===== config.mk =====
export PLATFORM = sky130hd
export DESIGN_NAME = alert_link
export DESIGN_NICKNAME = d
export VERILOG_FILES = /design/src/alert_pkg.sv /design/src/flop_2sync.sv /design/src/diff_decode.sv /design/src/alert_sender.sv /design/src/alert_receiver.sv /design/src/alert_link.sv
export SDC_FILE = /design/constraint.sdc
export NUM_CORES = 1
export LEC_CHECK = 0
export ABC_AREA = 1
export BUFFER_PORTS_ARGS = -buffer_cell sky130_fd_sc_hd__buf_2
export CAP_MARGIN = 20
export CORE_MARGIN = 5
export CORE_UTILIZATION = 45
export CTS_CLUSTER_SIZE = 12
export DETAILED_ROUTE_END_ITERATION = 16
export GPL_TIMING_DRIVEN = 1
export PLACE_DENSITY_LB_ADDON = 0.25
export SLEW_MARGIN = 20
export SYNTH_ARGS = -nofsm -noshare
export SYNTH_HDL_FRONTEND = slang
export SYNTH_SLANG_ARGS = --single-unit

===== constraint.sdc =====
create_clock -name clk_i -period 1.75 [get_ports clk_i]
set_input_delay 0.35 -clock clk_i [delete_from_list [all_inputs] [get_ports clk_i]]
set_output_delay 0.35 -clock clk_i [all_outputs]
set_load 0.01 [all_outputs]

===== src/alert_pkg.sv =====
// wire pairs idle at p low and n high; the enum literals of both endpoints share this scope
package alert_pkg;

  ////////////////////////////////////////
  // wire level types
  ////////////////////////////////////////

  // one differential pair as it travels between the endpoints
  // a valid pair always has p and n complementary
  typedef struct packed {
    logic p;
    logic n;
  } diff_pair_t;

  // decoded view of one pair
  // level is the logical value carried on p
  // rise and fall are single-cycle strobes and evt is their or
  // sigint stays high for as long as both wires hold the same value
  typedef struct packed {
    logic level;
    logic rise;
    logic fall;
    logic evt;
    logic sigint;
  } diff_dec_t;

  ////////////////////////////////////////
  // state machines
  ////////////////////////////////////////

  // sender handshake
  // literals carry a prefix so they do not clash with the receiver states
  typedef enum logic [1:0] {
    SndIdle,
    SndWaitAckHi,
    SndWaitAckLo
  } sender_state_e;

  // receiver handshake
  typedef enum logic {
    RcvIdle,
    RcvAcking
  } receiver_state_e;

  // pair integrity tracking inside the decoder
  typedef enum logic [1:0] {
    IsStd,
    IsSkewed,
    SigInt
  } decode_state_e;

endpackage


===== src/flop_2sync.sv =====
// single-bit two-flop synchronizer; the reset value must match the idle level of its wire
module flop_2sync #(
  // level both stages take in reset
  parameter logic ResetValue = 1'b0
) (
  input  logic clk_i,
  input  logic rst_ni,
  input  logic d_i,
  output logic q_o
);

  // first stage may go metastable
  // the second stage gives it a full cycle to settle
  logic stage1_q;
  logic stage2_q;

  always_ff @(posedge clk_i or negedge rst_ni) begin
    if (!rst_ni) begin
      stage1_q <= ResetValue;
      stage2_q <= ResetValue;
    end else begin
      stage1_q <= d_i;
      stage2_q <= stage1_q;
    end
  end

  // resynchronized copy of d_i
  // two cycles behind the pin
  assign q_o = stage2_q;

endmodule


===== src/diff_decode.sv =====
// with AsyncOn the outputs trail the pins by two cycles and tolerate one cycle of wire skew
module diff_decode #(
  // 1 resynchronizes the pair and accepts one skewed cycle
  // 0 samples the pins directly and faults on any equal cycle
  parameter bit AsyncOn = 1'b1
) (
  input  logic                  clk_i,
  input  logic                  rst_ni,
  input  alert_pkg::diff_pair_t pair_i,
  output alert_pkg::diff_dec_t  dec_o
);

  import alert_pkg::*;

  // local copy of the pair after the optional synchronizer
  logic sync_p;
  logic sync_n;
  // previous sample for edge detection
  logic p_q;
  logic n_q;
  logic p_edge;
  logic n_edge;
  logic pair_ok;
  // decoded level and the strobes derived from it
  logic level_d;
  logic level_q;
  logic report;
  logic rise;
  logic fall;
  logic sigint;
  decode_state_e state_d;
  decode_state_e state_q;

  ////////////////////////////////////////
  // input stage
  ////////////////////////////////////////

  if (AsyncOn) begin : gen_sync
    // p idles low
    flop_2sync #(
      .ResetValue(1'b0)
    ) u_sync_p (
      .clk_i (clk_i),
      .rst_ni(rst_ni),
      .d_i   (pair_i.p),
      .q_o   (sync_p)
    );

    // n idles high so an idle pair looks clean right out of reset
    flop_2sync #(
      .ResetValue(1'b1)
    ) u_sync_n (
      .clk_i (clk_i),
      .rst_ni(rst_ni),
      .d_i   (pair_i.n),
      .q_o   (sync_n)
    );
  end else begin : gen_direct
    // same clock on both sides
    assign sync_p = pair_i.p;
    assign sync_n = pair_i.n;
  end

  // a wire moved since last cycle
  assign p_edge = sync_p ^ p_q;
  assign n_edge = sync_n ^ n_q;
  // pair is correctly encoded
  assign pair_ok = sync_p ^ sync_n;

  ////////////////////////////////////////
  // integrity FSM
  ////////////////////////////////////////

  // a single wire change is allowed to lead its partner by one cycle
  // a second equal cycle is a fault
  always_comb begin
    state_d = state_q;
    level_d = level_q;
    report  = 1'b0;
    sigint  = 1'b0;

    unique case (state_q)
      IsStd: begin
        if (pair_ok) begin
          level_d = sync_p;
          report  = 1'b1;
        end else if (AsyncOn && (p_edge || n_edge)) begin
          // one wire moved first
          // wait one cycle for the other one
          state_d = IsSkewed;
        end else begin
          state_d = SigInt;
          sigint  = 1'b1;
        end
      end
      IsSkewed: begin
        if (pair_ok) begin
          // partner caught up
          // also covers a wire that glitched and came back
          state_d = IsStd;
          level_d = sync_p;
          report  = 1'b1;
        end else begin
          state_d = SigInt;
          sigint  = 1'b1;
        end
      end
      SigInt: begin
        if (pair_ok) begin
          // pick up the new level silently
          // an edge across a fault cannot be trusted
          state_d = IsStd;
          level_d = sync_p;
        end else begin
          sigint = 1'b1;
        end
      end
      default: begin
        state_d = IsStd;
      end
    endcase
  end

  // strobes only on an accepted level change
  assign rise = report & level_d & ~level_q;
  assign fall = report & ~level_d & level_q;

  always_ff @(posedge clk_i or negedge rst_ni) begin
    if (!rst_ni) begin
      state_q <= IsStd;
      p_q     <= 1'b0;
      n_q     <= 1'b1;
      level_q <= 1'b0;
    end else begin
      state_q <= state_d;
      p_q     <= sync_p;
      n_q     <= sync_n;
      level_q <= level_d;
    end
  end

  assign dec_o = '{
    level:  level_d,
    rise:   rise,
    fall:   fall,
    evt:    rise | fall,
    sigint: sigint
  };

endmodule


===== src/alert_sender.sv =====
// requests arriving while a handshake runs merge into one pending handshake
module alert_sender #(
  // passed to the ack pair decoder
  parameter bit AsyncOn = 1'b1
) (
  input  logic                  clk_i,
  input  logic                  rst_ni,
  // one-cycle request strobe
  input  logic                  alert_req_i,
  // ack pair from the receiver
  input  alert_pkg::diff_pair_t ack_pair_i,
  // alert pair towards the receiver
  output alert_pkg::diff_pair_t alert_pair_o,
  // handshake finished
  output logic                  alert_ack_o,
  // ack pair fault level
  output logic                  ack_sigint_o
);

  import alert_pkg::*;

  diff_dec_t     ack_dec;
  sender_state_e state_d;
  sender_state_e state_q;
  logic          pending_d;
  logic          pending_q;
  // logical alert level before differential encoding
  logic          alert_level_d;
  logic          alert_level_q;

  diff_decode #(
    .AsyncOn(AsyncOn)
  ) u_ack_decode (
    .clk_i (clk_i),
    .rst_ni(rst_ni),
    .pair_i(ack_pair_i),
    .dec_o (ack_dec)
  );

  ////////////////////////////////////////
  // handshake FSM
  ////////////////////////////////////////

  // moves on the decoded ack level only
  // during a fault the decoder holds the level so the FSM sits still
  always_comb begin
    state_d       = state_q;
    pending_d     = pending_q;
    alert_level_d = alert_level_q;
    alert_ack_o   = 1'b0;

    // remember requests that land mid handshake
    if (alert_req_i && (state_q != SndIdle)) begin
      pending_d = 1'b1;
    end

    unique case (state_q)
      SndIdle: begin
        if (alert_req_i || pending_q) begin
          state_d       = SndWaitAckHi;
          alert_level_d = 1'b1;
          pending_d     = 1'b0;
        end
      end
      SndWaitAckHi: begin
        // receiver has seen the alert
        if (ack_dec.level && !ack_dec.sigint) begin
          state_d       = SndWaitAckLo;
          alert_level_d = 1'b0;
        end
      end
      SndWaitAckLo: begin
        // receiver has seen the alert drop
        if (!ack_dec.level && !ack_dec.sigint) begin
          state_d     = SndIdle;
          alert_ack_o = 1'b1;
        end
      end
      default: begin
        state_d       = SndIdle;
        alert_level_d = 1'b0;
      end
    endcase
  end

  always_ff @(posedge clk_i or negedge rst_ni) begin
    if (!rst_ni) begin
      state_q       <= SndIdle;
      pending_q     <= 1'b0;
      alert_level_q <= 1'b0;
    end else begin
      state_q       <= state_d;
      pending_q     <= pending_d;
      alert_level_q <= alert_level_d;
    end
  end

  // both wires come straight from one flop
  assign alert_pair_o = '{p: alert_level_q, n: ~alert_level_q};
  assign ack_sigint_o = ack_dec.sigint;

endmodule


===== src/alert_receiver.sv =====
// alert_o fires once per handshake; a fault on the alert pair freezes the ack level
module alert_receiver #(
  // passed to the alert pair decoder
  parameter bit AsyncOn = 1'b1
) (
  input  logic                  clk_i,
  input  logic                  rst_ni,
  // alert pair from the sender
  input  alert_pkg::diff_pair_t alert_pair_i,
  // ack pair towards the sender
  output alert_pkg::diff_pair_t ack_pair_o,
  // one pulse per received alert
  output logic                  alert_o,
  // alert pair fault level
  output logic                  alert_sigint_o
);

  import alert_pkg::*;

  diff_dec_t       alert_dec;
  receiver_state_e state_d;
  receiver_state_e state_q;
  // logical ack level before differential encoding
  logic            ack_level_d;
  logic            ack_level_q;

  diff_decode #(
    .AsyncOn(AsyncOn)
  ) u_alert_decode (
    .clk_i (clk_i),
    .rst_ni(rst_ni),
    .pair_i(alert_pair_i),
    .dec_o (alert_dec)
  );

  ////////////////////////////////////////
  // ack FSM
  ////////////////////////////////////////

  // edges never show up during sigint
  // so a fault leaves state and ack level as they were
  always_comb begin
    state_d     = state_q;
    ack_level_d = ack_level_q;
    alert_o     = 1'b0;

    unique case (state_q)
      RcvIdle: begin
        // new alert
        if (alert_dec.rise) begin
          state_d     = RcvAcking;
          ack_level_d = 1'b1;
          alert_o     = 1'b1;
        end
      end
      RcvAcking: begin
        // sender dropped its alert
        // release the ack to close the handshake
        if (alert_dec.fall) begin
          state_d     = RcvIdle;
          ack_level_d = 1'b0;
        end
      end
      default: begin
        state_d     = RcvIdle;
        ack_level_d = 1'b0;
      end
    endcase
  end

  always_ff @(posedge clk_i or negedge rst_ni) begin
    if (!rst_ni) begin
      state_q     <= RcvIdle;
      ack_level_q <= 1'b0;
    end else begin
      state_q     <= state_d;
      ack_level_q <= ack_level_d;
    end
  end

  // complementary drive from one flop
  assign ack_pair_o     = '{p: ack_level_q, n: ~ack_level_q};
  assign alert_sigint_o = alert_dec.sigint;

endmodule


===== src/alert_link.sv =====
// the tx pairs are not looped inside; whatever drives the rx pins decides what each side sees
module alert_link #(
  // resynchronize both pairs
  parameter bit AsyncOn = 1'b1
) (
  input  logic                  clk_i,
  input  logic                  rst_ni,
  // request strobe into the sender
  input  logic                  alert_req_i,
  // alert pair as it arrives at the receiver
  input  alert_pkg::diff_pair_t alert_rx_i,
  // ack pair as it arrives at the sender
  input  alert_pkg::diff_pair_t ack_rx_i,
  // alert pair driven by the sender
  output alert_pkg::diff_pair_t alert_tx_o,
  // ack pair driven by the receiver
  output alert_pkg::diff_pair_t ack_tx_o,
  // handshake done on the sender side
  output logic                  alert_ack_o,
  // alert seen on the receiver side
  output logic                  alert_o,
  output logic                  alert_sigint_o,
  output logic                  ack_sigint_o
);

  ////////////////////////////////////////
  // sender side
  ////////////////////////////////////////

  alert_sender #(
    .AsyncOn(AsyncOn)
  ) u_sender (
    .clk_i       (clk_i),
    .rst_ni      (rst_ni),
    .alert_req_i (alert_req_i),
    .ack_pair_i  (ack_rx_i),
    .alert_pair_o(alert_tx_o),
    .alert_ack_o (alert_ack_o),
    .ack_sigint_o(ack_sigint_o)
  );

  ////////////////////////////////////////
  // receiver side
  ////////////////////////////////////////

  alert_receiver #(
    .AsyncOn(AsyncOn)
  ) u_receiver (
    .clk_i         (clk_i),
    .rst_ni        (rst_ni),
    .alert_pair_i  (alert_rx_i),
    .ack_pair_o    (ack_tx_o),
    .alert_o       (alert_o),
    .alert_sigint_o(alert_sigint_o)
  );

endmodule


# Yosys cells after proc, flatten, opt, wreduce, memory -nomap -nowiden
# Cells that the tools add are included.
[totals]
input_bits = 7
ff_bits = 24
wordCells = 117
[classes]
n_mux = 43
n_bitwise = 16
eq_ne = 15
reduce_logical = 22
[ops]
columns = ["cell", "count"]
rows = [
  ["1-bit 2-to-1 mux", 24],
  ["2-bit 2-to-1 mux", 11],
  ["2-bit one-hot mux with 3 select lines", 3],
  ["2-bit != test (second input constant)", 6],
  ["1-bit one-hot mux with 2 select lines", 4],
  ["2-bit by 1-bit equality test with 1-bit output (second input constant)", 3],
  ["2-bit equality test (second input constant)", 3],
  ["2-bit logical NOT", 3],
  ["2-bit by 1-bit != test with 1-bit output (second input constant)", 3],
  ["1-bit inverter", 6],
  ["2-bit AND reduction", 3],
  ["3-bit AND reduction", 2],
  ["2-bit OR reduction", 3],
  ["3-bit OR reduction", 2],
  ["1-bit XOR", 6],
  ["1-bit bitwise AND", 4],
  ["1-bit logical AND", 3],
  ["1-bit logical OR", 3],
  ["1-bit one-hot mux with 3 select lines", 1],
  ["1-bit logical NOT", 2],
  ["2-bit nonzero test", 1],
]

# Depth between registers and ports, before layout
# Gate-level depths: netlist of the first run.
[depth]
word_depth = 9
depth_mapped = 11
mapped_depth_nobuf = 11

# By module
# A second synthesis of the first run with hierarchy kept.
[unflattened]
cells_unflattened = 160
area_unflattened_um2 = 1307.5
[by_module_without_submodules]
columns = ["module", "cells_each", "n_inst", "area_per_inst_um2"]
rows = [
  ["diff_decode", 58, 2, 406.6],
  ["alert_sender", 25, 1, 192.7],
  ["flop_2sync at u_receiver.u_alert_decode.gen_sync.u_sync_n ...", 2, 2, 52.6],
  ["flop_2sync at u_receiver.u_alert_decode.gen_sync.u_sync_p ...", 2, 2, 50.0],
  ["alert_receiver", 11, 1, 96.3],
]

# Worst setup path before layout of the first run
# OpenSTA, ideal clock, no wires.
[synth_timing]
path_kind = "register -> output"
startpoint = "register u_sender.u_ack_decode.state_q[0]"
endpoint = "output alert_ack_o"
path_buffers = 0
path_slack_ps = 173
path_stages_with_launch = 7
t_required_ps = 1400
arrival_time_ps = 1227
cell_sequence = "dfrtp_1 > ha_1 > o21ai_0 > o21ai_1 > inv_1 > nand2_1 > nor3_1"
[synth_between]
elab_chain_cells = 7
elab_cells_between_ends = 12
classes_between = "eq/ne (2); mux (4); reduce/logical (6)"
[synth_lines]
columns = ["element", "line_no", "source"]
rows = [
  ["start: declaration", "diff_decode.sv:32", "decode_state_e state_q;"],
  ["start signal: assignment", "diff_decode.sv:130", "state_q <= IsStd;"],
  ["start signal: assignment", "diff_decode.sv:135", "state_q <= state_d;"],
  ["2-bit equality test, or another cell as far along", "diff_decode.sv:82", "unique case (state_q)"],
  ["3-bit OR reduction (no line) *", "n/a", ""],
  ["1-bit 2-to-1 mux *", "n/a", ""],
  ["via u_sender.u_ack_decode.level_d", "diff_decode.sv:25", "logic level_d;"],
  ["1-bit logical NOT *", "alert_sender.sv:74", "if (!ack_dec.level && !ack_dec.sigint) begin"],
  ["1-bit logical AND *", "alert_sender.sv:74", ""],
  ["1-bit 2-to-1 mux *", "alert_sender.sv:74", ""],
  ["1-bit 2-to-1 mux *", "alert_sender.sv:57", "unique case (state_q)"],
  ["end: declaration", "alert_link.sv:19", "output logic alert_ack_o,"],
]
# Mark *: on every way through the listed nets, which the timed path passes. The rest lies on a longest branch.

# Worst setup path in the final report of the first run
[layout_timing]
startpoint = "register u_sender.u_ack_decode.gen_sync.u_sync_n.stage2_q, in the netlist u_sender.u_ack_decode.gen_sync.u_sync_n.q_o"
endpoint = "register u_sender.u_ack_decode.state_q[0]"
[layout_between]
elab_chain_cells = 5
elab_cells_between_ends = 9
classes_between = "eq/ne (2); mux (3); bitwise (2); reduce/logical (2)"
[layout_lines]
columns = ["element", "line_no", "source"]
rows = [
  ["start: declaration", "flop_2sync.sv:15", "logic stage2_q;"],
  ["start signal: assignment", "flop_2sync.sv:20", "stage2_q <= ResetValue;"],
  ["start signal: assignment", "flop_2sync.sv:23", "stage2_q <= stage1_q;"],
  ["1-bit XOR", "diff_decode.sv:66", "assign n_edge = sync_n ^ n_q;"],
  ["1-bit logical OR", "diff_decode.sv:87", "end else if (AsyncOn && (p_edge || n_edge)) begin"],
  ["2-bit 2-to-1 mux", "diff_decode.sv:87", ""],
  ["2-bit 2-to-1 mux", "diff_decode.sv:84", "if (pair_ok) begin"],
  ["2-bit one-hot mux with 3 select lines", "diff_decode.sv:82", ""],
]
# Parallel ways exist; a longest one is shown, timed or not. The select of a mux whose other input is x is not followed.
# A chain may end at the register's enable or synchronous reset.

==> metrics list, run 1 <==
- Setup repair after global routing missed its margin: true
- Synth Net Count: 133
- Cell taking the most area after synthesis: sky130_fd_sc_hd__dfrtp_1
- Number of buffers on the longest clock path: 2
- Number of endpoints failing setup at the final stage: 5
- After routing the design area is 1530 um2.
- The initial antenna violation count was 0.
- Entering global routing, the biggest net connects 25 pins.
- In this run, CTS created clock tree buffers numbering 3.
* Clock Tree Root: sky130_fd_sc_hd__clkbuf_4
- Signal routing reaches up to met4.
* Per-cell routed wire length: 11.3 um
- The count of buffers added on input and output ports is 14.
* Post-route DRC violation count: 0
- TritonCTS built the clock tree.
- Violations in the final reports: negative setup slack
- Measured against its own limit, the worst slew margin works out to 0.665.
- In the final layout, the share of cells above drive strength 1 is 0.487.
- The share of synthesized area in the top cell type comes to 0.390.
- Iteration count of the initial detailed-routing pass: 4
- Routability-driven placement finished with a final weighted congestion of 0.729.
- In this run the standard cell core region covers 2480 um2.
- The die covers 3680 um2.
- The number of global-route vias before repair was 854.
- In this run, distinct cell masters in the synthesized netlist total 24.
- Sum of routed wire segments on met1: 898 um
* Required arrival time at the worst endpoint: 1.99 ns
* Mean instance size in the synthesized netlist: 9.79 um2
- Summed over all layers, the global routing overflow is 0.
- Post-placement cell area: 1250 um2
- Cell count after synthesis: 118
* Row Count: 18
- Leaving out fill and tap cells, the most frequent cell in the layout is sky130_fd_sc_hd__buf_4.
- Minimum clock period: 1.99 ns
- Of all nets on the critical path, the largest fanout is 5.
- For the pin with the worst max-slew slack, the measured transition is 0.502 ns.
- First-pass GRT wire length: 3510 um
- Die extent in x: 60.7 um
- Overall Global Routing Usage: 0.128
* Fmax achieved: 503 MHz
- Final hold violations: 0
- Final antenna-violating net count: 0
- The critical path is of the reg -> reg type.
* Least setup slack across all paths after layout: -0.237 ns
- The detailed router finished its first iteration with 8 violations.
* Number of warnings issued by yosys: 0
- Dividing the detail-routed via count by the number of cells gives 4.59.
* Routed wire length: 2080 um
* P per Cell Area: 1380 nW/um2
- Metal2 WL: 1050 um
- STA puts the critical path data arrival time at 2.23 ns.
* Layout overhead on the synthesized area: 32.8%
- Critical Path End Type: flop
- Die Y-Extent: 60.7 um
* Number of H-tree levels: 1
- Run status: finished, violations left
* Maximum Capacitance Violations: 0
* Part of the Yosys area used for sequential elements: 0.527
- Synthesis inferred 24 register bits.
- Between clock sinks in the finished design, the worst skew comes to 0.00276 ns.
- For this block, the via count after detailed routing is 845.
- Across the VDD grid, the largest voltage drop is 0.961 mV.
- Placed wire-length estimate after detailed placement: 1290 um
- Kind of path behind the tightest hold check: in -> reg
- The number of antenna diodes in the final layout is 0.
- Summed over all cells, the static leakage comes to 0.800 nW.
* Commonest cells after routing, fill and taps aside: sky130_fd_sc_hd__buf_4 (19), sky130_fd_sc_hd__inv_1 (17), sky130_fd_sc_hd__dfrtp_1 (17), sky130_fd_sc_hd__nand2_1 (14), sky130_fd_sc_hd__buf_2 (12)
- For this configuration, the core starts out at a cell density of 0.466.
- After clock tree synthesis, the clock-pin slew on the worst setup and hold paths is 0.13 ns.
* Routed wire length on met3: 73 um
- After the last flow step, the layout net total stands at 170.
* Sink Count: 24
- At the later pin of the worst-skew pair, clock insertion delay measures 0.31 ns.
- Once layout is complete, the utilization of the core stands at 0.619.
* Most area-consuming cells after synthesis: sky130_fd_sc_hd__dfrtp_1 (39%), sky130_fd_sc_hd__dfstp_2 (14%), sky130_fd_sc_hd__ha_1 (8.7%), sky130_fd_sc_hd__nand2_1 (7.8%), sky130_fd_sc_hd__inv_1 (6.5%)
* Total standard cell area after synthesis: 1150 um2
- STA classifies the critical path startpoint as a flop.
- Final Max Slew Viols: 0
- Of the available clock period, the critical path in the final layout requires 1.14.
- # IOs: 15
[layer usage]
metal	global-route usage	vias up
met5	0	-
met4	0.0681	0
met3	0.0319	8
met2	0.220	14
met1	0.145	391
li1	-	432
[critical path, stage by stage (launching register included)]
cell and delay (ns):
sky130_fd_sc_hd__dfstp_2 0.63, sky130_fd_sc_hd__inv_2 0.06, sky130_fd_sc_hd__nand2_2 0.06, sky130_fd_sc_hd__nand2_2 0.07, sky130_fd_sc_hd__buf_4 0.13, sky130_fd_sc_hd__buf_4 0.12, sky130_fd_sc_hd__buf_4 0.13, sky130_fd_sc_hd__buf_4 0.12
sky130_fd_sc_hd__buf_4 0.12, sky130_fd_sc_hd__buf_4 0.12, sky130_fd_sc_hd__buf_4 0.13, sky130_fd_sc_hd__nand2_2 0.06, sky130_fd_sc_hd__nand3_1 0.07, sky130_fd_sc_hd__o21ai_1 0.10
[cells in the mapped netlist]
cell type                  count
sky130_fd_sc_hd__or2_4         1
sky130_fd_sc_hd__dfstp_2       6
sky130_fd_sc_hd__nand4_2       1
sky130_fd_sc_hd__inv_1        20
sky130_fd_sc_hd__buf_4         2
sky130_fd_sc_hd__nand3_1       5
sky130_fd_sc_hd__clkinv_1      1
sky130_fd_sc_hd__o21ai_2       4
sky130_fd_sc_hd__nand2_2       1
sky130_fd_sc_hd__o21ai_0       6
sky130_fd_sc_hd__nor3_1        1
sky130_fd_sc_hd__o21a_4        1
sky130_fd_sc_hd__xor2_1        3
sky130_fd_sc_hd__ha_1          8
sky130_fd_sc_hd__dfrtp_1      18
sky130_fd_sc_hd__xnor2_1       1
sky130_fd_sc_hd__nand2_4       1
sky130_fd_sc_hd__a211oi_1      1
sky130_fd_sc_hd__nor2_1        8
sky130_fd_sc_hd__nand2_1      24
sky130_fd_sc_hd__o21ai_1       1
sky130_fd_sc_hd__a31oi_1       1
sky130_fd_sc_hd__mux2i_1       1
sky130_fd_sc_hd__nand3_2       2
[flip-flops by register name (all words and copies together), names as in the netlist]
| name | flops |
|---|---|
| u_receiver.u_alert_decode.gen_sync.u_sync_n.q_o | 1 |
| u_receiver.u_alert_decode.level_q | 1 |
| u_receiver.u_alert_decode.p_q | 1 |
| u_sender.u_ack_decode.n_q | 1 |
| u_sender.pending_q | 1 |
| u_receiver.state_q | 1 |
| u_receiver.u_alert_decode.gen_sync.u_sync_p.q_o | 1 |
| u_sender.u_ack_decode.gen_sync.u_sync_n.q_o | 1 |
| u_sender.state_q | 2 |
| u_receiver.u_alert_decode.state_q | 2 |
| u_sender.u_ack_decode.gen_sync.u_sync_p.q_o | 1 |
| u_sender.u_ack_decode.level_q | 1 |
| u_receiver.u_alert_decode.n_q | 1 |
| u_sender.u_ack_decode.p_q | 1 |
| u_receiver.u_alert_decode.gen_sync.u_sync_p.stage1_q | 1 |
| u_receiver.u_alert_decode.gen_sync.u_sync_n.stage1_q | 1 |
| u_sender.u_ack_decode.gen_sync.u_sync_n.stage1_q | 1 |
| u_sender.alert_level_q | 1 |
| u_sender.u_ack_decode.gen_sync.u_sync_p.stage1_q | 1 |
| u_receiver.ack_level_q | 1 |
| u_sender.u_ack_decode.state_q | 2 |
[final timing paths]
check	endpoint	cells after the start	slack [ns]	from
max	u_sender.u_ack_decode.state_q[0]	13	-0.24	u_sender.u_ack_decode.gen_sync.u_sync_n.q_o
min	u_sender.u_ack_decode.gen_sync.u_sync_n.stage1_q	1	0.12	ack_rx_i[0]
max reg2reg	u_sender.u_ack_decode.state_q[0]	13	-0.24	u_sender.u_ack_decode.gen_sync.u_sync_n.q_o
min reg2reg	u_receiver.u_alert_decode.gen_sync.u_sync_p.q_o	0	0.36	flop
max in group asynchronous	u_sender.u_ack_decode.gen_sync.u_sync_p.q_o	2	0.87	rst_ni
min in group asynchronous	u_sender.pending_q	2	0.52	rst_ni
[report_power, final]
part	internal (mW)	switching, mW	total [mW]	leakage [nW]
clock network	0.231	0.160	0.392	0.0279
logic	0.423	0.504	0.927	0.494
registers	0.697	0.107	0.804	0.278
[per-stage QoR]
stage / power (mW) / setup TNS (ns) / worst slack [ns] / hold slack (ns) / cells
after global routing: 2.31 / -1.57 / -0.390 / 0.0911 / 184
after detailed placement: 1.53 / 0 / 0.0948 / 0.338 / 161
after global placement: 1.51 / 0 / 0.104 / 0.332 / 161
after floorplan: 1.36 / 0 / 0.173 / 0.0544 / 118
final: 2.12 / -1.02 / -0.237 / 0.119 / 184
after CTS: 2.04 / -1.04 / -0.238 / 0.111 / 183
[timing repair]
action                                  in CTS  in global routing
endpoints found under the hold margin       12                  0
endpoints found under the setup margin       4                  8
gates cloned                                 0                  0
hold buffers                                 1                  0
pin swaps                                    4                  6
gates resized for setup                      8                 18
setup buffers                               17                  5
[kinds of logic after synthesis]
logic type	synth area share
AND/OR/NAND/NOR	0.181
flip-flops	0.527
buffers and inverters	0.0812
AO/OA/AOI/OAI	0.0856
adder cells (fa/ha/maj)	0.0867
XOR/XNOR	0.0303
multiplexers	0.00867
[layout make-up]
type / instances / area [um2]
Tap cell: 30 / 37.5
Fill cell: 200 / 943
Clock buffer: 3 / 22.5
Multi-Input combinational cell: 71 / 519
Timing Repair Buffer: 34 / 235
Sequential cell: 24 / 609
Inverter: 21 / 80.1
Clock inverter: 1 / 30.0
Note: power is estimated with default switching activity, not from simulation.
==> inputs of run 2 (changes only) <==
--- a/config.mk
+++ b/config.mk
@@ -10,6 +10,7 @@
 export CAP_MARGIN = 20
 export CORE_MARGIN = 5
 export CORE_UTILIZATION = 45
+export CTS_BUF_LIST = sky130_fd_sc_hd__clkbuf_4
 export CTS_CLUSTER_SIZE = 12
 export DETAILED_ROUTE_END_ITERATION = 16
 export GPL_TIMING_DRIVEN = 1
==> constraint.sdc (replaced) <==
create_clock -name clk_i -period 1.75 [get_ports clk_i]
set_input_delay 0.175 -clock clk_i [delete_from_list [all_inputs] [get_ports clk_i]]
set_output_delay 0.175 -clock clk_i [all_outputs]
set_load 0.01 [all_outputs]
==> run 2 against run 1 <==
- the run still ends with negative setup slack left
- clock power is 41% lower
- critical endpoint is now alert_ack_o
- non-clock buffer count is 7 lower
- critical path type is now reg -> out
- die area stayed put
- setup slack better by 0.16 ns
- clock skew is 0.0014 ns lower
- utilization is 4.0 points lower
- worst hold slack better by 0.020 ns
- power is 10% lower
- sequential share of layout area is 2.7 points higher
- combinational power is 6.5% lower
- largest power group unchanged
- highest routed layer unchanged
- wire length is 4.5% lower
==> metrics list, run 2 (same netlist as run 1, synthesis figures left out) <==
- Largest clock skew in the final design: 0.00135 ns (was 0.00276 ns)
* Weighted congestion reported at the end of routability-driven placement: 0.745 (was 0.729)
* Comb power frac: 0.456 (was 0.437)
- The overall track demand over capacity in global routing was 0.130 (was 0.128).
- The fraction of the core area covered by cells at the end of the flow was 0.579 (was 0.619).
* Buffers plus inverters on the worst setup path: 2 (was 8)
- The starting density of the core came to 0.466 (unchanged).
* Per-cell routed wire length: 11.2 um (was 11.3 um)
* Drt via density: 4.59 (about the same)
- The endpoint type of the worst setup path is an output port (was flop).
- The y dimension of the die is 60.7 um (unchanged).
- Routed wire length: 1990 um (was 2080 um)
- Fraction of layout cells with a size suffix above 1: 0.401 (was 0.487)
- The cell-internal power is 1.17 mW (was 1.35 mW).
- Most common cell after layout, fill and taps aside: sky130_fd_sc_hd__nand2_1 (was sky130_fd_sc_hd__buf_4)
* Kind of path behind the tightest hold check: in -> reg (unchanged)
* Placed wire-length estimate after detailed placement: 1300 um (was 1290 um)
- Arrival time of the worst setup path: 1.65 ns (was 2.23 ns)
* Fmax achieved: 548 MHz (was 503 MHz)
* # IOs: 15 (unchanged)
- The number of failing setup endpoints in the final timing report is 3 (was 5).
* Net count reported at finish: 163 (was 170)
- The full die area was 3680 um2 (unchanged).
* Total CTS buffers: 3 (unchanged)
- The depth of the worst hold-timing path was 3 (was 1).
* Commonest cells after routing, fill and taps aside: sky130_fd_sc_hd__nand2_1 (19), sky130_fd_sc_hd__dfrtp_1 (18), sky130_fd_sc_hd__inv_1 (17), sky130_fd_sc_hd__buf_2 (14) (was sky130_fd_sc_hd__buf_4 (19), sky130_fd_sc_hd__inv_1 (17), sky130_fd_sc_hd__dfrtp_1 (17), sky130_fd_sc_hd__nand2_1 (14), sky130_fd_sc_hd__buf_2 (12))
- Final Max Slew Viols: 0 (unchanged)
- The beginning of the worst hold path was alert_req_i (was ack_rx_i[0]).
- The switching share of power was 0.387 (was 0.363).
- Clock share of power: 0.121 (was 0.185)
* Minimum clock period: 1.83 ns (was 1.99 ns)
- Family with the most delay on the worst path: flip-flops (was buffers and inverters)
- The data required time of the worst path is 1.57 ns (was 1.99 ns).
- Critical path's most frequent cell: sky130_fd_sc_hd__nand2_2 (was sky130_fd_sc_hd__buf_4)
- Number of antenna diodes: 0 (unchanged)
- Layout overhead on the synthesized area: 24.2% (was 32.8%)
- Worst slew slack as a fraction of its limit: 0.665 (about the same)
- Number of buffers on the longest clock path: 2 (unchanged)
- The number of cell rows came to 18 (unchanged).
- Startpoint kind of the worst setup timing path: flop (unchanged)
- The final sum of negative setup slack was -0.128 ns (was -1.02 ns).
- The detailed-router iteration count before antenna repair was 2 (was 4).
- The maximum net fanout on the critical path is 5 (unchanged).
* Total number of vias: 812 (was 845)
* Initial antenna violation count: 0 (unchanged)
- Number of violations reported at the end of detailed-routing iteration 0: 26 (was 8)
* Final antenna-violating net count: 0 (unchanged)
- Run status: finished, violations left (unchanged)
- Die extent in x: 60.7 um (unchanged)
- Least setup slack across all paths after layout: -0.0762 ns (was -0.237 ns)
* Hold_ws: 0.140 ns (was 0.119 ns)
- The power after layout came to 1.90 mW (was 2.12 mW).
- Cells on worst reg2reg path: 12 (was 13)
* Clock Pin Slew Worst Setup and Hold Paths: 0.12 ns (was 0.13 ns)
- Latest clock arrival within the worst-skew pair: 0.30 ns (was 0.31 ns)
- Biggest regs: u_receiver.u_alert_decode.state_q (2), u_sender.state_q (2), u_sender.u_ack_decode.state_q (2) (unchanged).
- Start of the worst register-to-register path: u_sender.u_ack_decode.gen_sync.u_sync_n.q_o (unchanged)
- The count of port buffers added during placement was 14 (unchanged).
- The final instance area is 1430 um2 (was 1530 um2).
* End of the worst register-to-register path: u_sender.alert_level_q (was u_sender.u_ack_decode.state_q[0])
- The total grt overflow is 0 (unchanged).
- The maximum ir drop on the vdd rail came to 0.820 mV (was 0.961 mV).
- The setup slack on the worst flop-to-flop path is -0.01 ns (was -0.24 ns).
* Static Leakage: 0.752 nW (was 0.800 nW)
* Actual transition at the worst max-transition pin: 0.502 ns (about the same)
- Setup repair after global routing missed its margin: true (unchanged).
- CTS tree: built (unchanged)
- Post-placement cell area: 1250 um2 (about the same)
- Number of H-tree levels: 1 (unchanged)
* Sink of the worst hold path: u_sender.pending_q (was u_sender.u_ack_decode.gen_sync.u_sync_n.stage1_q)
- P per Cell Area: 1330 nW/um2 (was 1380 nW/um2)
- Violations in the final reports: negative setup slack (unchanged).
- The clock sink count is 24 (unchanged).
- First-pass GRT wire length: 3570 um (was 3510 um)
* Via count of the first global-routing pass: 834 (was 854)
* Start-to-end type of the worst setup path: reg -> out (was reg -> reg)
- The pin count of the biggest net entering global routing is 25 (unchanged).
- The final routed DRC violation total is 0 (unchanged).
- Final worst-path cycle share: 1.04 (was 1.14)
- The clock root buffer is sky130_fd_sc_hd__clkbuf_4 (unchanged).
- Maximum Capacitance Violations: 0 (unchanged)
- Final hold violations: 0 (unchanged)
- The net load switching power came to 0.735 mW (was 0.771 mW).
* CP max-delay cell: sky130_fd_sc_hd__dfstp_2 (unchanged)
- The largest stage delay on the critical path was 0.63 ns (about the same).
* Core ar.: 2480 um2 (unchanged)
* Part of the total power dissipated in sequential elements: 0.423 (was 0.379)
- Sequence of cells on the critical path: inv_2, nand2_2, nand2_2, nand3_2, nand2_1, nand2_2, nand2_2, nor3_2, buf_2 (was inv_2, nand2_2, nand2_2, buf_4, buf_4, buf_4, buf_4, buf_4, buf_4, buf_4, nand2_2, nand3_1, o21ai_1).
==> run 2: area by class of cell <==
class	instances	area, um2
fillers	226	1040
flip-flops and latches	24	608
clock buffers	3	22.5
well taps	30	37.5
repair buffers	27	180
inverters	21	78.8
clock inverters	1	3.75
multi-input cells	71	503
==> run 2: what timing repair did <==
item,CTS,global route
buffers inserted,6,2
endpoints found under the setup margin,2,7
hold buffers,5,0
resized for setup,10,8
hold endpoints to repair,22,0
pin swaps,2,3
==> run 2: per-layer routing <==
metal,up-vias,wire length [um],global-route usage
met1,381,856,0.163
li1,421,-,-
met5,-,0,0
met3,2,62,0.0255
met2,8,1060,0.232
met4,0,12,0.0279
==> run 2: worst max path at each step <==
stage	from	end	slack [ns]	cells after the start
after floorplan	u_sender.u_ack_decode.state_q[0]	alert_ack_o	0.35	6
after global placement	u_sender.u_ack_decode.state_q[0]	alert_ack_o	0.27	7
after detailed placement	u_sender.u_ack_decode.gen_sync.u_sync_n.q_o	alert_ack_o	0.26	9
after CTS	u_sender.u_ack_decode.gen_sync.u_sync_n.q_o	alert_ack_o	-0.07	9
after global routing	u_sender.u_ack_decode.gen_sync.u_sync_n.q_o	alert_ack_o	-0.19	9
final	u_sender.u_ack_decode.gen_sync.u_sync_n.q_o	alert_ack_o	-0.08	9
==> run 2: power groups by stage <==
| stage | Clock [mW] | Combinational, mW | Sequential, mW |
|---|---|---|---|
| 2_1_floorplan | 0 | 0.576 | 0.786 |
| 3_3_place_gp | 0 | 0.709 | 0.802 |
| 3_5_place_dp | 0 | 0.723 | 0.808 |
| 4_1_cts | 0.240 | 0.817 | 0.799 |
| 5_1_grt | 0.265 | 1.00 | 0.824 |
| 6_report | 0.231 | 0.867 | 0.804 |
==> run 2: worst register-to-register path, stage by stage (launching register included) <==
cell and delay (ns):
sky130_fd_sc_hd__dfstp_2 0.63, sky130_fd_sc_hd__nand2_2 0.09, sky130_fd_sc_hd__o21ai_2 0.12, sky130_fd_sc_hd__o21ai_2 0.08, sky130_fd_sc_hd__buf_4 0.13, sky130_fd_sc_hd__buf_4 0.12
sky130_fd_sc_hd__buf_4 0.12, sky130_fd_sc_hd__buf_4 0.13, sky130_fd_sc_hd__nand2_1 0.05, sky130_fd_sc_hd__nand2_1 0.06, sky130_fd_sc_hd__nand2_1 0.06, sky130_fd_sc_hd__nand2_1 0.05
sky130_fd_sc_hd__nand2_1 0.05
==> run 2: stage by stage <==
| step | setup slack [ns] | instances |
|---|---|---|
| floorplan | 0.348 | 118 |
| global placement | 0.272 | 160 |
| detailed placement | 0.255 | 160 |
| CTS | -0.0731 | 175 |
| global route | -0.194 | 177 |
| finish | -0.0762 | 177 |
==> inputs of run 3 (changes only) <==
--- a/config.mk
+++ b/config.mk
@@ -15,7 +15,7 @@
 export DETAILED_ROUTE_END_ITERATION = 16
 export GPL_TIMING_DRIVEN = 1
 export PLACE_DENSITY_LB_ADDON = 0.25
-export SLEW_MARGIN = 20
+export SLEW_MARGIN = 40
 export SYNTH_ARGS = -nofsm -noshare
 export SYNTH_HDL_FRONTEND = slang
 export SYNTH_SLANG_ARGS = --single-unit
==> constraint.sdc (replaced) <==
create_clock -name clk_i -period 1.75 [get_ports clk_i]
set_input_delay 0.175 -clock clk_i [delete_from_list [all_inputs] [get_ports clk_i]]
set_output_delay 0.175 -clock clk_i [all_outputs]
set_load 0.1 [all_outputs]
==> run 3 against run 2 <==
- the run still ends with negative setup slack left
- cell count is 2.3% higher
- worst hold slack better by 0.0049 ns
- combinational power is 88% higher
- largest power group unchanged
- highest routed layer unchanged
==> metrics list, run 3 (same netlist as run 1, synthesis figures left out) <==
- The clock sink count came to 24 (unchanged).
- Accumulated negative setup slack: -0.389 ns (was -0.128 ns)
- The clock tree from TritonCTS was built (unchanged).
- Core ar.: 2480 um2 (unchanged)
* Run status: finished, violations left (unchanged)
- The leakage power summed over all cells came to 0.770 nW (was 0.752 nW).
* Worst voltage drop across the vdd grid: 1.61 mV (was 0.820 mV)
- Least setup slack across all paths after layout: -0.133 ns (was -0.0762 ns)
- Critical path's most frequent cell: sky130_fd_sc_hd__nand2_2 (unchanged)
- The final estimated routing congestion in global placement was 0.799 (was 0.745).
- Post-route DRC violation count: 0 (unchanged)
- The y dimension of the die is 60.7 um (unchanged).
* Largest clock skew in the final design: 0.00110 ns (was 0.00135 ns)
- Layout overhead on the synthesized area: 34.8% (was 24.2%)
- Iteration count of the initial detailed-routing pass: 4 (was 2)
- Fraction of layout cells with a size suffix above 1: 0.424 (was 0.401)
* Global route overflow: 0 (unchanged)
* Per-cell routed wire length: 11.2 um (about the same)
- Cells on worst reg2reg path: 7 (was 12)
* Number of endpoints failing setup at the final stage: 4 (was 3)
- Number of H-tree levels: 1 (unchanged)
- The clock root buffer was sky130_fd_sc_hd__clkbuf_4 (unchanged).
- Number of antenna diodes: 0 (unchanged)
- Final Max Slew Viols: 0 (unchanged)
- Via count of the first global-routing pass: 828 (was 834)
* Sequence of cells on the critical path: xor2_1, nor2_1, nand2_2, nand2_2, nor3_4, buf_12 (was inv_2, nand2_2, nand2_2, nand3_2, nand2_1, nand2_2, nand2_2, nor3_2, buf_2)
* Max incr delay on CP: 0.61 ns (was 0.63 ns)
- Violations in the final reports: negative setup slack (unchanged).
* Area of the multi-input gates: 528 um2 (was 503 um2)
- The die extent in x is 60.7 um (unchanged).
* Number of gates on the worst path with buffers counted: 6 (was 9)
* Cell depth of the worst hold path: 3 (unchanged)
* Number of violations reported at the end of detailed-routing iteration 0: 9 (was 26)
- Die area: 3680 um2 (unchanged)
* Kind of path behind the tightest hold check: in -> reg (unchanged)
* Actual transition at the worst max-transition pin: 0.503 ns (was 0.502 ns)
- CP max-delay cell: sky130_fd_sc_hd__dfstp_2 (unchanged)
- Commonest cells after routing, fill and taps aside: sky130_fd_sc_hd__dfrtp_1 (18), sky130_fd_sc_hd__nand2_1 (17), sky130_fd_sc_hd__inv_1 (16), sky130_fd_sc_hd__buf_4 (12), sky130_fd_sc_hd__buf_2 (10) (was sky130_fd_sc_hd__nand2_1 (19), sky130_fd_sc_hd__dfrtp_1 (18), sky130_fd_sc_hd__inv_1 (17), sky130_fd_sc_hd__buf_2 (14)).
- The top-level port count is 15 (unchanged).
- Final antenna-violating net count: 0 (unchanged)
- First-pass GRT wire length: 3400 um (was 3570 um)
* Maximum Capacitance Violations: 0 (unchanged)
- The number of buffers inserted during clock tree synthesis came to 3 (unchanged).
- Biggest regs: u_receiver.u_alert_decode.state_q (2), u_sender.state_q (2), u_sender.u_ack_decode.state_q (2) (unchanged).
* Overall Global Routing Usage: 0.124 (was 0.130)
- The worst max-slew margin expressed relative to the limit came to 0.665 (about the same).
- The initial antenna violation count came to 0 (unchanged).
- FF/Latch Area: 608 um2 (unchanged)
- The endpoint type of the worst setup path is an output port (unchanged).
- The maximum clock frequency was 531 MHz (was 548 MHz).
- Minimum clock period: 1.88 ns (was 1.83 ns)
- The fill cell instance count of the final layout came to 228 (was 226).
- The data required time of the worst path is 1.57 ns (about the same).
- The most common library cell in the layout ignoring fill and taps was sky130_fd_sc_hd__dfrtp_1 (was sky130_fd_sc_hd__nand2_1).
- The power after layout is 2.67 mW (was 1.90 mW).
* Final hold violations: 0 (unchanged)
- The count of buffering cells on the critical path with inverters included was 1 (was 2).
- The maximum net fanout on the critical path came to 5 (unchanged).
- The final worst-path cycle share is 1.08 (was 1.04).
* Row Count: 18 (unchanged)
* Start-to-end type of the worst setup path: reg -> out (unchanged)
- The setup slack on the worst flop-to-flop path came to 0.20 ns (was -0.01 ns).
- The fraction of the core area covered by cells at the end of the flow is 0.628 (was 0.579).
- Number of buffers on the longest clock path: 2 (unchanged)
- The clock latency reported for the late side of the worst-skew pair is 0.30 ns (about the same).
- The count of port buffers added during placement was 14 (unchanged).
- Drt via density: 4.61 (was 4.59)
- The kind of cell adding the most delay to the critical path is flip-flops (unchanged).
* Largest net degree at the start of global routing: 25 (unchanged)
* Arrival time of the worst setup path: 1.71 ns (was 1.65 ns)
- The total vias in the final route is 835 (was 812).
- Clock Pin Slew Worst Setup and Hold Paths: 0.12 ns (about the same)
- Startpoint kind of the worst setup timing path: flop (unchanged)
- The final layout net count is 167 (was 163).
* P per Cell Area: 1710 nW/um2 (was 1330 nW/um2)
* Effective utilization at floorplan: 0.466 (unchanged)
- Pre-CTS setup slack: 0.114 ns (was 0.255 ns)
* Setup repair after global routing missed its margin: true (unchanged)
- Placed wire-length estimate after detailed placement: 1370 um (was 1300 um)
- Routed wire length: 2020 um (was 1990 um)
run 3: tightest hold or removal path: stages:
cell and delay (ns):
sky130_fd_sc_hd__buf_2 0.09, sky130_fd_sc_hd__nor2_1 0.04, sky130_fd_sc_hd__nor2_1 0.10
run 3: final cells by class:
class | count | share of cell area
multi-input cells | 71 | 0.339
clock buffers | 3 | 0.0145
inverters | 21 | 0.0555
well taps | 30 | 0.0241
repair buffers | 31 | 0.174
flip-flops and latches | 24 | 0.391
clock inverters | 1 | 0.00241
run 3: layer usage:
metal  up-vias  GRT usage  routed length (um)
met5         -          0                   0
met3         4     0.0362                  88
li1        432          -                   -
met1       384      0.160                 905
met4         0     0.0341                  29
met2        15      0.203                 996
run 3: timing repair:
item / CTS / global route
hold buffers: 5 / 0
pin swaps: 6 / 6
endpoints found under the hold margin: 22 / 0
resized for setup: 9 / 10
setup endpoints to repair: 4 / 4
setup buffers: 8 / 3
run 3: power by group:
part | switching [mW] | internal [mW] | total, mW
Sequential | 0.111 | 0.696 | 0.808
Combinational | 1.10 | 0.531 | 1.63
Clock | 0.150 | 0.0830 | 0.233
run 3: path summary, 6_finish.rpt:
check	from	endpoint
max in group asynchronous	rst_ni	u_receiver.u_alert_decode.n_q
setup / recovery	u_sender.u_ack_decode.gen_sync.u_sync_n.q_o	alert_ack_o
hold / removal	alert_req_i	u_sender.pending_q
min in group asynchronous	rst_ni	u_sender.u_ack_decode.level_q
hold reg to reg	u_sender.u_ack_decode.gen_sync.u_sync_p.stage1_q	u_sender.u_ack_decode.gen_sync.u_sync_p.q_o
setup reg to reg	u_receiver.u_alert_decode.gen_sync.u_sync_n.q_o	u_receiver.u_alert_decode.state_q[1]
run 3: through the flow:
step / hold slack, ns / area (um2) / instances
floorplan: -0.121 / 1180 / 118
global placement: 0.174 / 1340 / 161
detailed placement: 0.181 / 1340 / 161
CTS: 0.151 / 1500 / 178
global route: 0.157 / 1560 / 181
finish: 0.145 / 1560 / 181
